**src/coeffMapPkg.sv**
```systemverilog
// Coefficient memory map
// Bank count and the 6-bit write address, seen flat or as bank plus index
`default_nettype none

package coeffMapPkg;

  // ====================
  // Memory map
  // ====================
  localparam int NumBanks   = 4;
  localparam int BankSelW   = 2;
  localparam int CoeffAddrW = 6;

  // Lower bits pick the coefficient inside a bank
  localparam int IdxW = CoeffAddrW - BankSelW;

  typedef struct packed {
    logic [BankSelW-1:0] bank;
    logic [IdxW-1:0]     index;
  } coeffFieldT;

  // Same address word, two views
  typedef union packed {
    logic [CoeffAddrW-1:0] flat;
    coeffFieldT            field;
  } coeffAddrU;

endpackage

`default_nettype wire

```
**src/filterPkg.sv**
```systemverilog
// Filter arithmetic definitions
// Sample, coefficient, product and accumulator types plus the 16-bit clamp
`default_nettype none

package filterPkg;

  // ====================
  // Widths
  // ====================
  localparam int SampleW = 3;
  localparam int CoeffW  = 16;
  localparam int MulW    = CoeffW + SampleW;
  localparam int AccW    = 20;
  localparam int SumW    = 18;
  localparam int TapIdxW = 4;

  typedef logic signed [SampleW-1:0] sampleT;
  typedef logic signed [CoeffW-1:0]  coeffT;
  typedef logic signed [CoeffW-1:0]  productT;
  typedef logic signed [CoeffW-1:0]  laneT;
  typedef logic signed [AccW-1:0]    accT;
  typedef logic signed [SumW-1:0]    sumT;

  localparam laneT SatMax = 16'sh7FFF;
  localparam laneT SatMin = 16'sh8000;

  // Clamp any narrower signed value into the lane range
  function automatic laneT satLane(input accT value);
    laneT result;
    if (value > accT'(SatMax))
      result = SatMax;
    else if (value < accT'(SatMin))
      result = SatMin;
    else
      result = laneT'(value);
    return result;
  endfunction

endpackage

`default_nettype wire

```
**src/bankCombiner.sv**
```systemverilog
// Final bank sum
// Adds the lane results, saturates to 16 bits and registers the filter output
// with a one-cycle valid pulse
`timescale 1ns/1ps
`default_nettype none

module bankCombiner (
  input  logic            iClk,
  input  logic            arstN,
  input  filterPkg::laneT laneIn [coeffMapPkg::NumBanks],
  input  logic            sumEn,
  output filterPkg::laneT oFirOut,
  output logic            oFirValid
);
  import filterPkg::*;
  import coeffMapPkg::*;

  // Product, accumulate and lane registers between last tap and lane result
  localparam int LaneDelay = 3;

  logic [LaneDelay-1:0] lastPipe;
  sumT                  total;

  always_comb
  begin
    total = '0;
    for (int b = 0; b < NumBanks; b++)
      total = total + sumT'(laneIn[b]);
  end

  always_ff @(posedge iClk or negedge arstN)
  begin
    if (!arstN)
    begin
      lastPipe  <= '0;
      oFirOut   <= '0;
      oFirValid <= 1'b0;
    end
    else
    begin
      lastPipe  <= {lastPipe[LaneDelay-2:0], sumEn};
      oFirValid <= lastPipe[LaneDelay-1];
      if (lastPipe[LaneDelay-1])
        oFirOut <= satLane(accT'(total));
    end
  end

endmodule

`default_nettype wire

```
**src/coeffAccess.sv**
```systemverilog
// Coefficient bank access
// Registers external writes and steers the shared bank port between the
// writer and the sequencer's read path
`timescale 1ns/1ps
`default_nettype none

module coeffAccess (
  input  logic                                iClk,
  input  logic                                arstN,
  input  logic                                iCoeffUpdate,
  input  logic                                iCoeffWrEn,
  input  coeffMapPkg::coeffAddrU              iCoeffAddr,
  input  filterPkg::coeffT                    iCoeffData,
  input  logic                                rdEn,
  input  logic [filterPkg::TapIdxW-1:0]       rdIdx,
  output logic [coeffMapPkg::NumBanks-1:0]    bankCe,
  output logic [coeffMapPkg::NumBanks-1:0]    bankWe,
  output logic [filterPkg::TapIdxW-1:0]       bankAddr,
  output filterPkg::coeffT                    bankWrData
);
  import coeffMapPkg::*;

  logic      wrPend;
  coeffAddrU wrAddr;

  always_ff @(posedge iClk or negedge arstN)
  begin
    if (!arstN)
      wrPend <= 1'b0;
    else
      wrPend <= iCoeffUpdate && iCoeffWrEn;
  end

  // Write payload, committed to the bank one cycle later
  always_ff @(posedge iClk)
  begin
    if (iCoeffUpdate && iCoeffWrEn)
    begin
      wrAddr.flat <= iCoeffAddr.flat;
      bankWrData  <= iCoeffData;
    end
  end

  always_comb
  begin
    bankCe   = '0;
    bankWe   = '0;
    bankAddr = rdIdx;
    if (wrPend)
    begin
      // One bank selected by the upper address bits
      bankCe[wrAddr.field.bank] = 1'b1;
      bankWe                    = bankCe;
      bankAddr                  = wrAddr.field.index;
    end
    else
      bankCe = {NumBanks{rdEn}};
  end

endmodule

`default_nettype wire

```
**src/coeffBank.sv**
```systemverilog
// Coefficient bank
// Single-port memory with a registered read, one word per tap
`timescale 1ns/1ps
`default_nettype none

module coeffBank #(
  parameter int TapsPerBank = 10
) (
  input  logic                          iClk,
  input  logic                          ce,
  input  logic                          we,
  input  logic [filterPkg::TapIdxW-1:0] addr,
  input  filterPkg::coeffT              wrData,
  output filterPkg::coeffT              rdData
);
  import filterPkg::*;

  coeffT mem [TapsPerBank];

  always_ff @(posedge iClk)
  begin
    if (ce)
    begin
      if (we)
      begin
        // Indexes past the bank depth are dropped
        if (addr < TapsPerBank)
          mem[addr] <= wrData;
      end
      else
        rdData <= mem[addr];
    end
  end

endmodule

`default_nettype wire

```
**src/delayLine.sv**
```systemverilog
// Sample delay segment
// Shifts a new sample in on shiftEn, reads one tap by select and passes the
// oldest tap on to the next segment
`timescale 1ns/1ps
`default_nettype none

module delayLine #(
  parameter int TapsPerBank = 10
) (
  input  logic                          iClk,
  input  logic                          arstN,
  input  logic                          shiftEn,
  input  filterPkg::sampleT             sampleIn,
  input  logic [filterPkg::TapIdxW-1:0] tapSel,
  output filterPkg::sampleT             tapOut,
  output filterPkg::sampleT             chainOut
);
  import filterPkg::*;

  // Tap 0 holds the newest sample
  sampleT taps [TapsPerBank];

  always_ff @(posedge iClk or negedge arstN)
  begin
    if (!arstN)
    begin
      for (int i = 0; i < TapsPerBank; i++)
        taps[i] <= '0;
    end
    else if (shiftEn)
    begin
      taps[0] <= sampleIn;
      for (int i = 1; i < TapsPerBank; i++)
        taps[i] <= taps[i-1];
    end
  end

  assign tapOut   = (tapSel < TapsPerBank) ? taps[tapSel] : '0;
  assign chainOut = taps[TapsPerBank-1];

endmodule

`default_nettype wire

```
**src/firTop.sv**
```systemverilog
// 40-tap FIR filter top level
// Four coefficient banks, four delay segments and four MAC lanes working in
// parallel, with a saturating final sum
`timescale 1ns/1ps
`default_nettype none

module firTop #(
  parameter int TapsPerBank = 10
) (
  input  logic                    iClk,
  input  logic                    arstN,
  input  logic                    iCoeffUpdate,
  input  logic                    iCoeffWrEn,
  input  coeffMapPkg::coeffAddrU  iCoeffAddr,
  input  filterPkg::coeffT        iCoeffData,
  input  logic                    iSampleEn,
  input  filterPkg::sampleT       iSample,
  output filterPkg::laneT         oFirOut,
  output logic                    oFirValid
);
  import filterPkg::*;
  import coeffMapPkg::*;

  logic [NumBanks-1:0] bankCe;
  logic [NumBanks-1:0] bankWe;
  logic [TapIdxW-1:0]  bankAddr;
  coeffT               bankWrData;
  coeffT               bankRd [NumBanks];

  logic               shiftEn;
  logic               rdEn;
  logic [TapIdxW-1:0] rdIdx;
  logic [TapIdxW-1:0] tapSel;
  logic               firstTap;
  logic               lastTap;

  // Segment b reads chain[b] and feeds chain[b+1]
  sampleT chain [NumBanks+1];
  sampleT tapOut [NumBanks];
  laneT   laneOut [NumBanks];

  assign chain[0] = iSample;

  coeffAccess uAccess (
    .iClk         (iClk),
    .arstN        (arstN),
    .iCoeffUpdate (iCoeffUpdate),
    .iCoeffWrEn   (iCoeffWrEn),
    .iCoeffAddr   (iCoeffAddr),
    .iCoeffData   (iCoeffData),
    .rdEn         (rdEn),
    .rdIdx        (rdIdx),
    .bankCe       (bankCe),
    .bankWe       (bankWe),
    .bankAddr     (bankAddr),
    .bankWrData   (bankWrData)
  );

  tapSequencer #(.TapsPerBank(TapsPerBank)) uSeq (
    .iClk         (iClk),
    .arstN        (arstN),
    .iCoeffUpdate (iCoeffUpdate),
    .iSampleEn    (iSampleEn),
    .shiftEn      (shiftEn),
    .rdEn         (rdEn),
    .rdIdx        (rdIdx),
    .tapSel       (tapSel),
    .firstTap     (firstTap),
    .lastTap      (lastTap)
  );

  // ====================
  // Per-bank lanes
  // ====================
  for (genvar b = 0; b < NumBanks; b++)
  begin : genLane
    coeffBank #(.TapsPerBank(TapsPerBank)) uBank (
      .iClk(iClk), .ce(bankCe[b]), .we(bankWe[b]), .addr(bankAddr),
      .wrData(bankWrData), .rdData(bankRd[b])
    );

    delayLine #(.TapsPerBank(TapsPerBank)) uDelay (
      .iClk(iClk), .arstN(arstN), .shiftEn(shiftEn), .sampleIn(chain[b]),
      .tapSel(tapSel), .tapOut(tapOut[b]), .chainOut(chain[b+1])
    );

    macLane uMac (
      .iClk(iClk), .arstN(arstN), .coeff(bankRd[b]), .tapIn(tapOut[b]),
      .firstTap(firstTap), .lastTap(lastTap), .laneOut(laneOut[b])
    );
  end

  bankCombiner uComb (
    .iClk      (iClk),
    .arstN     (arstN),
    .laneIn    (laneOut),
    .sumEn     (lastTap),
    .oFirOut   (oFirOut),
    .oFirValid (oFirValid)
  );

endmodule

`default_nettype wire

```
**src/macLane.sv**
```systemverilog
// Multiply-accumulate lane for one coefficient bank
// Saturating coefficient x sample product, wide accumulation over the bank,
// saturated lane result on the last tap
`timescale 1ns/1ps
`default_nettype none

module macLane (
  input  logic              iClk,
  input  logic              arstN,
  input  filterPkg::coeffT  coeff,
  input  filterPkg::sampleT tapIn,
  input  logic              firstTap,
  input  logic              lastTap,
  output filterPkg::laneT   laneOut
);
  import filterPkg::*;

  logic signed [MulW-1:0] mulRaw;
  productT                prodQ;
  logic                   prodFirst;
  logic                   prodLast;
  accT                    accQ;
  logic                   accLast;

  assign mulRaw = coeff * tapIn;

  // ====================
  // Product stage
  // ====================
  always_ff @(posedge iClk)
  begin
    prodQ <= satLane(accT'(mulRaw));
  end

  always_ff @(posedge iClk or negedge arstN)
  begin
    if (!arstN)
    begin
      prodFirst <= 1'b0;
      prodLast  <= 1'b0;
      accLast   <= 1'b0;
    end
    else
    begin
      prodFirst <= firstTap;
      prodLast  <= lastTap;
      accLast   <= prodLast;
    end
  end

  // ====================
  // Accumulate stage
  // ====================
  // Load on the first product so no clear cycle is needed
  always_ff @(posedge iClk)
  begin
    if (prodFirst)
      accQ <= accT'(prodQ);
    else
      accQ <= accQ + accT'(prodQ);
  end

  always_ff @(posedge iClk or negedge arstN)
  begin
    if (!arstN)
      laneOut <= '0;
    else if (accLast)
      laneOut <= satLane(accQ);
  end

endmodule

`default_nettype wire

```
**src/tapSequencer.sv**
```systemverilog
// Per-sample tap sequencer
// Idle/run control with a read counter; shifts the delay line on an accepted
// strobe, walks the bank index and lines up tap select and flags with bank data
`timescale 1ns/1ps
`default_nettype none

module tapSequencer #(
  parameter int TapsPerBank = 10
) (
  input  logic                          iClk,
  input  logic                          arstN,
  input  logic                          iCoeffUpdate,
  input  logic                          iSampleEn,
  output logic                          shiftEn,
  output logic                          rdEn,
  output logic [filterPkg::TapIdxW-1:0] rdIdx,
  output logic [filterPkg::TapIdxW-1:0] tapSel,
  output logic                          firstTap,
  output logic                          lastTap
);
  import filterPkg::*;

  // Read phase, then product, accumulate, lane and sum stages
  localparam int RunLen = TapsPerBank + 6;
  localparam int CntW   = $clog2(RunLen);

  logic            busy;
  logic [CntW-1:0] cnt;
  logic            rdGo;

  assign shiftEn = iSampleEn && !busy && !iCoeffUpdate;
  assign rdGo    = busy && !iCoeffUpdate && (cnt < CntW'(TapsPerBank));

  // ====================
  // Run control
  // ====================
  always_ff @(posedge iClk or negedge arstN)
  begin
    if (!arstN)
    begin
      busy <= 1'b0;
      cnt  <= '0;
    end
    else if (iCoeffUpdate)
      busy <= 1'b0;
    else if (shiftEn)
    begin
      busy <= 1'b1;
      cnt  <= '0;
    end
    else if (busy)
    begin
      cnt <= cnt + 1'b1;
      // Free again on the edge that registers the filter output
      if (cnt == CntW'(RunLen - 2))
        busy <= 1'b0;
    end
  end

  always_ff @(posedge iClk or negedge arstN)
  begin
    if (!arstN)
    begin
      rdEn  <= 1'b0;
      rdIdx <= '0;
    end
    else
    begin
      rdEn <= rdGo;
      if (rdGo)
        rdIdx <= TapIdxW'(cnt);
    end
  end

  // One cycle behind rdIdx to match the bank read latency.
  // An update seen after the last read no longer stops the result
  always_ff @(posedge iClk or negedge arstN)
  begin
    if (!arstN)
    begin
      tapSel   <= '0;
      firstTap <= 1'b0;
      lastTap  <= 1'b0;
    end
    else
    begin
      tapSel   <= rdIdx;
      firstTap <= rdEn && !iCoeffUpdate && (rdIdx == '0);
      lastTap  <= rdEn && !iCoeffUpdate && (rdIdx == TapIdxW'(TapsPerBank - 1));
    end
  end

endmodule

`default_nettype wire

```
**config.mk**
```make
export PLATFORM = sky130hd
export DESIGN_NAME = firTop
export DESIGN_NICKNAME = d
export VERILOG_FILES = /design/src/coeffMapPkg.sv /design/src/filterPkg.sv /design/src/bankCombiner.sv /design/src/coeffAccess.sv /design/src/coeffBank.sv /design/src/delayLine.sv /design/src/firTop.sv /design/src/macLane.sv /design/src/tapSequencer.sv
export SDC_FILE = /design/constraint.sdc
export NUM_CORES = 2
export LEC_CHECK = 0
export BUFFER_PORTS_ARGS = -buffer_cell sky130_fd_sc_hd__buf_2
export CAP_MARGIN = 20
export CORE_ASPECT_RATIO = 1.5
export CORE_MARGIN = 2
export CORE_UTILIZATION = 40
export DETAILED_ROUTE_END_ITERATION = 8
export SLEW_MARGIN = 15
export SYNTH_ARGS = -nofsm -noshare
export SYNTH_HDL_FRONTEND = slang
export SYNTH_HIERARCHICAL = 1
export SYNTH_SLANG_ARGS = --single-unit
```
**constraint.sdc**
```tcl
create_clock -name iClk -period 5 [get_ports iClk]
set_input_delay 0.75 -clock iClk [delete_from_list [all_inputs] [get_ports iClk]]
set_output_delay 0.75 -clock iClk [all_outputs]
set_load 0.03 [all_outputs]
```
==> summary.md <==
| Metric | Value |
|---|---|
| Status | finished clean |
| Fmax | ~210 MHz |
| Worst Max-Slew Pin Slew | 1040 ps |
| Critical path capture point type | register |
| Final #Nets | ~4700 |
| CTS buffer count | 101 |
| Sink Count | 1103 |
| I/O pins | 47 |
| Initial core utilization | 0.402 |
| Pins Over Slew Limit | 0 |
| Hold WC Path Type | in -> async |
| Clock Pin Slew Worst Setup and Hold Paths | 60 ps |
| Startpoint Class | register |
| Largest fanout on the critical path | 10 |
| First-pass iteration count of the detailed router | 7 |
| Share of cells above drive strength 1 | 0.235 |
| RSZ-0062 raised after global routing | true |
| Clock buffer depth | 3 |
| CTS tree | built |
| Chip Width | 306 um |
| CP arrival | ~5400 ps |
| First-pass GRT wire length | just under 200 mm |
| Final Cell Area | approximately 62000 um^2 |
| Final period util | 0.967 |
| Total GRT Usage | 0.175 |
| Register area | between 30000 and 40000 um^2 |
| Setup_tns | 0 ps |
| Row Count | 166 |
| Htree depth | 3 |
| Maximum VDD drop | approximately 0.34 mV |
| Placeable Area | around 140000 um^2 |
| Via density | ~5.3 |
| Normalized max-slew margin | 0.309 |
| Routed Wire Length | ~120 mm |
| Wirelength per Cell | 19.7 um |
| Global route total overflow | 0 |
| DRT iter0 DRCs | 1849 |
| Layout overhead on the synthesized area | 14.0% |
| Static Leak | between 20 and 25 nW |
| Yosys warns | 6 |
| Post-Syn Nets | about 4500 |
| Clk_skew | just over 70 ps |
| Cells after Synth | about 4100 |
| Clock Latency Late Sink | ~740 ps |
| Post-detailed-route count of antenna-violating nets | 0 |
| PortBufs | 46 |
| Final setup viols | 0 |
| Hold_buf cts | 0 |
| Pwr Density | just under 600 nW/um^2 |
| Residual DRC | 0 |
| Required @ worst endpoint | approximately 5500 ps |
| Initial antenna violation count | 2 |
| Pin count of the biggest net entering global routing | around 120 |
| DP HPWL | between 80 and 90 mm |
| Area after DPL | around 58000 um^2 |
| Vias post-DR | 33148 |
| Fill cells | about 12000 |
| Max cap viols | 0 |
| Syn Std Cell Area | approximately 55000 um^2 |
| Die height | 457 um |
| Endpoints failing hold | 0 |
| Mean Syn Cell Area | 13.2 um^2 |
| Vias in the first global route | about 34000 |
| Die Area | ~140000 um^2 |
| Tmin final | roughly 4800 ps |
| Clock root buffer | clkbuf_16 |
| Multi-input gate area | 23000 um^2 |
| Worst Setup Path Type | reg -> reg |
| Final Wtd Congestion | between 0.8 and 0.9 |
[path summary, 6_finish.rpt]
| check | from | to | slack, ps | depth (start not counted) |
|---|---|---|---|---|
| setup / recovery | uSeq/tapSel[0]$_DFF_PN0_ | genLane[2].uMac/prodQ[14]$_SDFF_PN1_ | 160 | 20 |
| hold / removal | arstN | uComb/oFirOut[10]$_DFFE_PN0P_ | 3 | 1 |
| setup reg to reg | uSeq/tapSel[0]$_DFF_PN0_ | genLane[2].uMac/prodQ[14]$_SDFF_PN1_ | 160 | 20 |
| hold reg to reg | genLane[2].uMac/prodLast$_DFF_PN0_ | genLane[2].uMac/accLast$_DFF_PN0_ | 350 | 0 |
| max in group asynchronous | arstN | genLane[3].uDelay/taps[18]$_DFFE_PN0P_ | 3910 | 2 |
| min in group iClk | iCoeffData[9] | uAccess/bankWrData[9]$_DFFE_PP_ | 190 | 1 |
[state kept, by name (all words and copies together) (netlist names), 16 cells and up]
| name | count |
|---|---|
| genLane.uMac/laneOut | 64 |
| genLane.uBank/mem | 640 |
| uComb/oFirOut | 16 |
| genLane.uMac/prodQ | 64 |
| uAccess/bankWrData | 16 |
| genLane.uDelay/taps | 108 |
| genLane.uBank/rdData | 64 |
| genLane.uMac/accQ | 80 |
[critical path: stages, from the launching register on]
cell      delay [ps]
dfrtp_2          460
buf_12           160
mux4_1           550
o22ai_1          190
o22ai_2           90
buf_6            170
inv_4             90
buf_12           120
nor2_1            70
fa_1             450
ha_1             300
ha_1             320
and3_4           170
and4_1           220
a221oi_2         300
o31ai_1          110
buf_4            160
xor2_4           190
buf_6            150
a31oi_2          290
a21oi_1           80
[placed cells by master (no fill, tap or decap), types with 77 or more instances in the layout]
master / count
edfxtp_1: 726
mux2_2: 339
nand2_1: 255
nor2_1: 252
inv_1: 250
dfrtp_1: 232
buf_4: 219
ha_1: 207
dfxtp_1: 144
a22oi_1: 130
a21oi_1: 124
and2_1: 112
o21ai_0: 108
clkbuf_16: 104
fa_1: 102
o22ai_1: 77
[where the power goes]
part	switching, mW	leakage [nW]	internal, mW	total (mW)
sequential	0.968	10.9	11.1	12.1
combinational	9.12	11.8	7.06	16.2
clock	3.50	1.63	4.47	7.97
[timing repair]
item / in CTS / in global routing
pin swaps: 5 / 49
gates resized for setup: 15 / 107
setup endpoints to repair: 43 / 61
gates cloned: 2 / 4
buffers inserted: 1 / 27
[cell type report]
type / count / area share
diodes: 1 / 0.0000401
clock buffers: 121 / 0.0430
clock inverters: 65 / 0.0115
inverters: 254 / 0.0153
multi-input cells: 2621 / 0.368
flip-flops and latches: 1103 / 0.489
well taps: 1764 / 0.0354
repair buffers: 290 / 0.0373
repair inverters: 1 / 0.000120
[per-layer routing]
layer / track usage / up-vias / part of all wire
met1: 0.207 / 16580 / 0.41
met4: 0.0667 / 0 / 0.034
met3: 0.0193 / 186 / 0.029
li1: - / 15873 / -
met5: 0 / - / 0
met2: 0.323 / 509 / 0.53
[stage by stage]
step,power [mW],hold WS [ps],worst slack [ps],util,std cells
final,36.2,3.33,165,0.458,6220
after global placement,27.5,332,-168,0.426,5999
after CTS,36.0,29.1,1.10,0.452,6188
after detailed placement,27.7,337,-181,0.426,5999
after global routing,38.8,65.6,-49.9,0.458,6220
after floorplan,23.7,331,67.2,-,4149
Note: power is estimated with default switching activity, not from simulation.
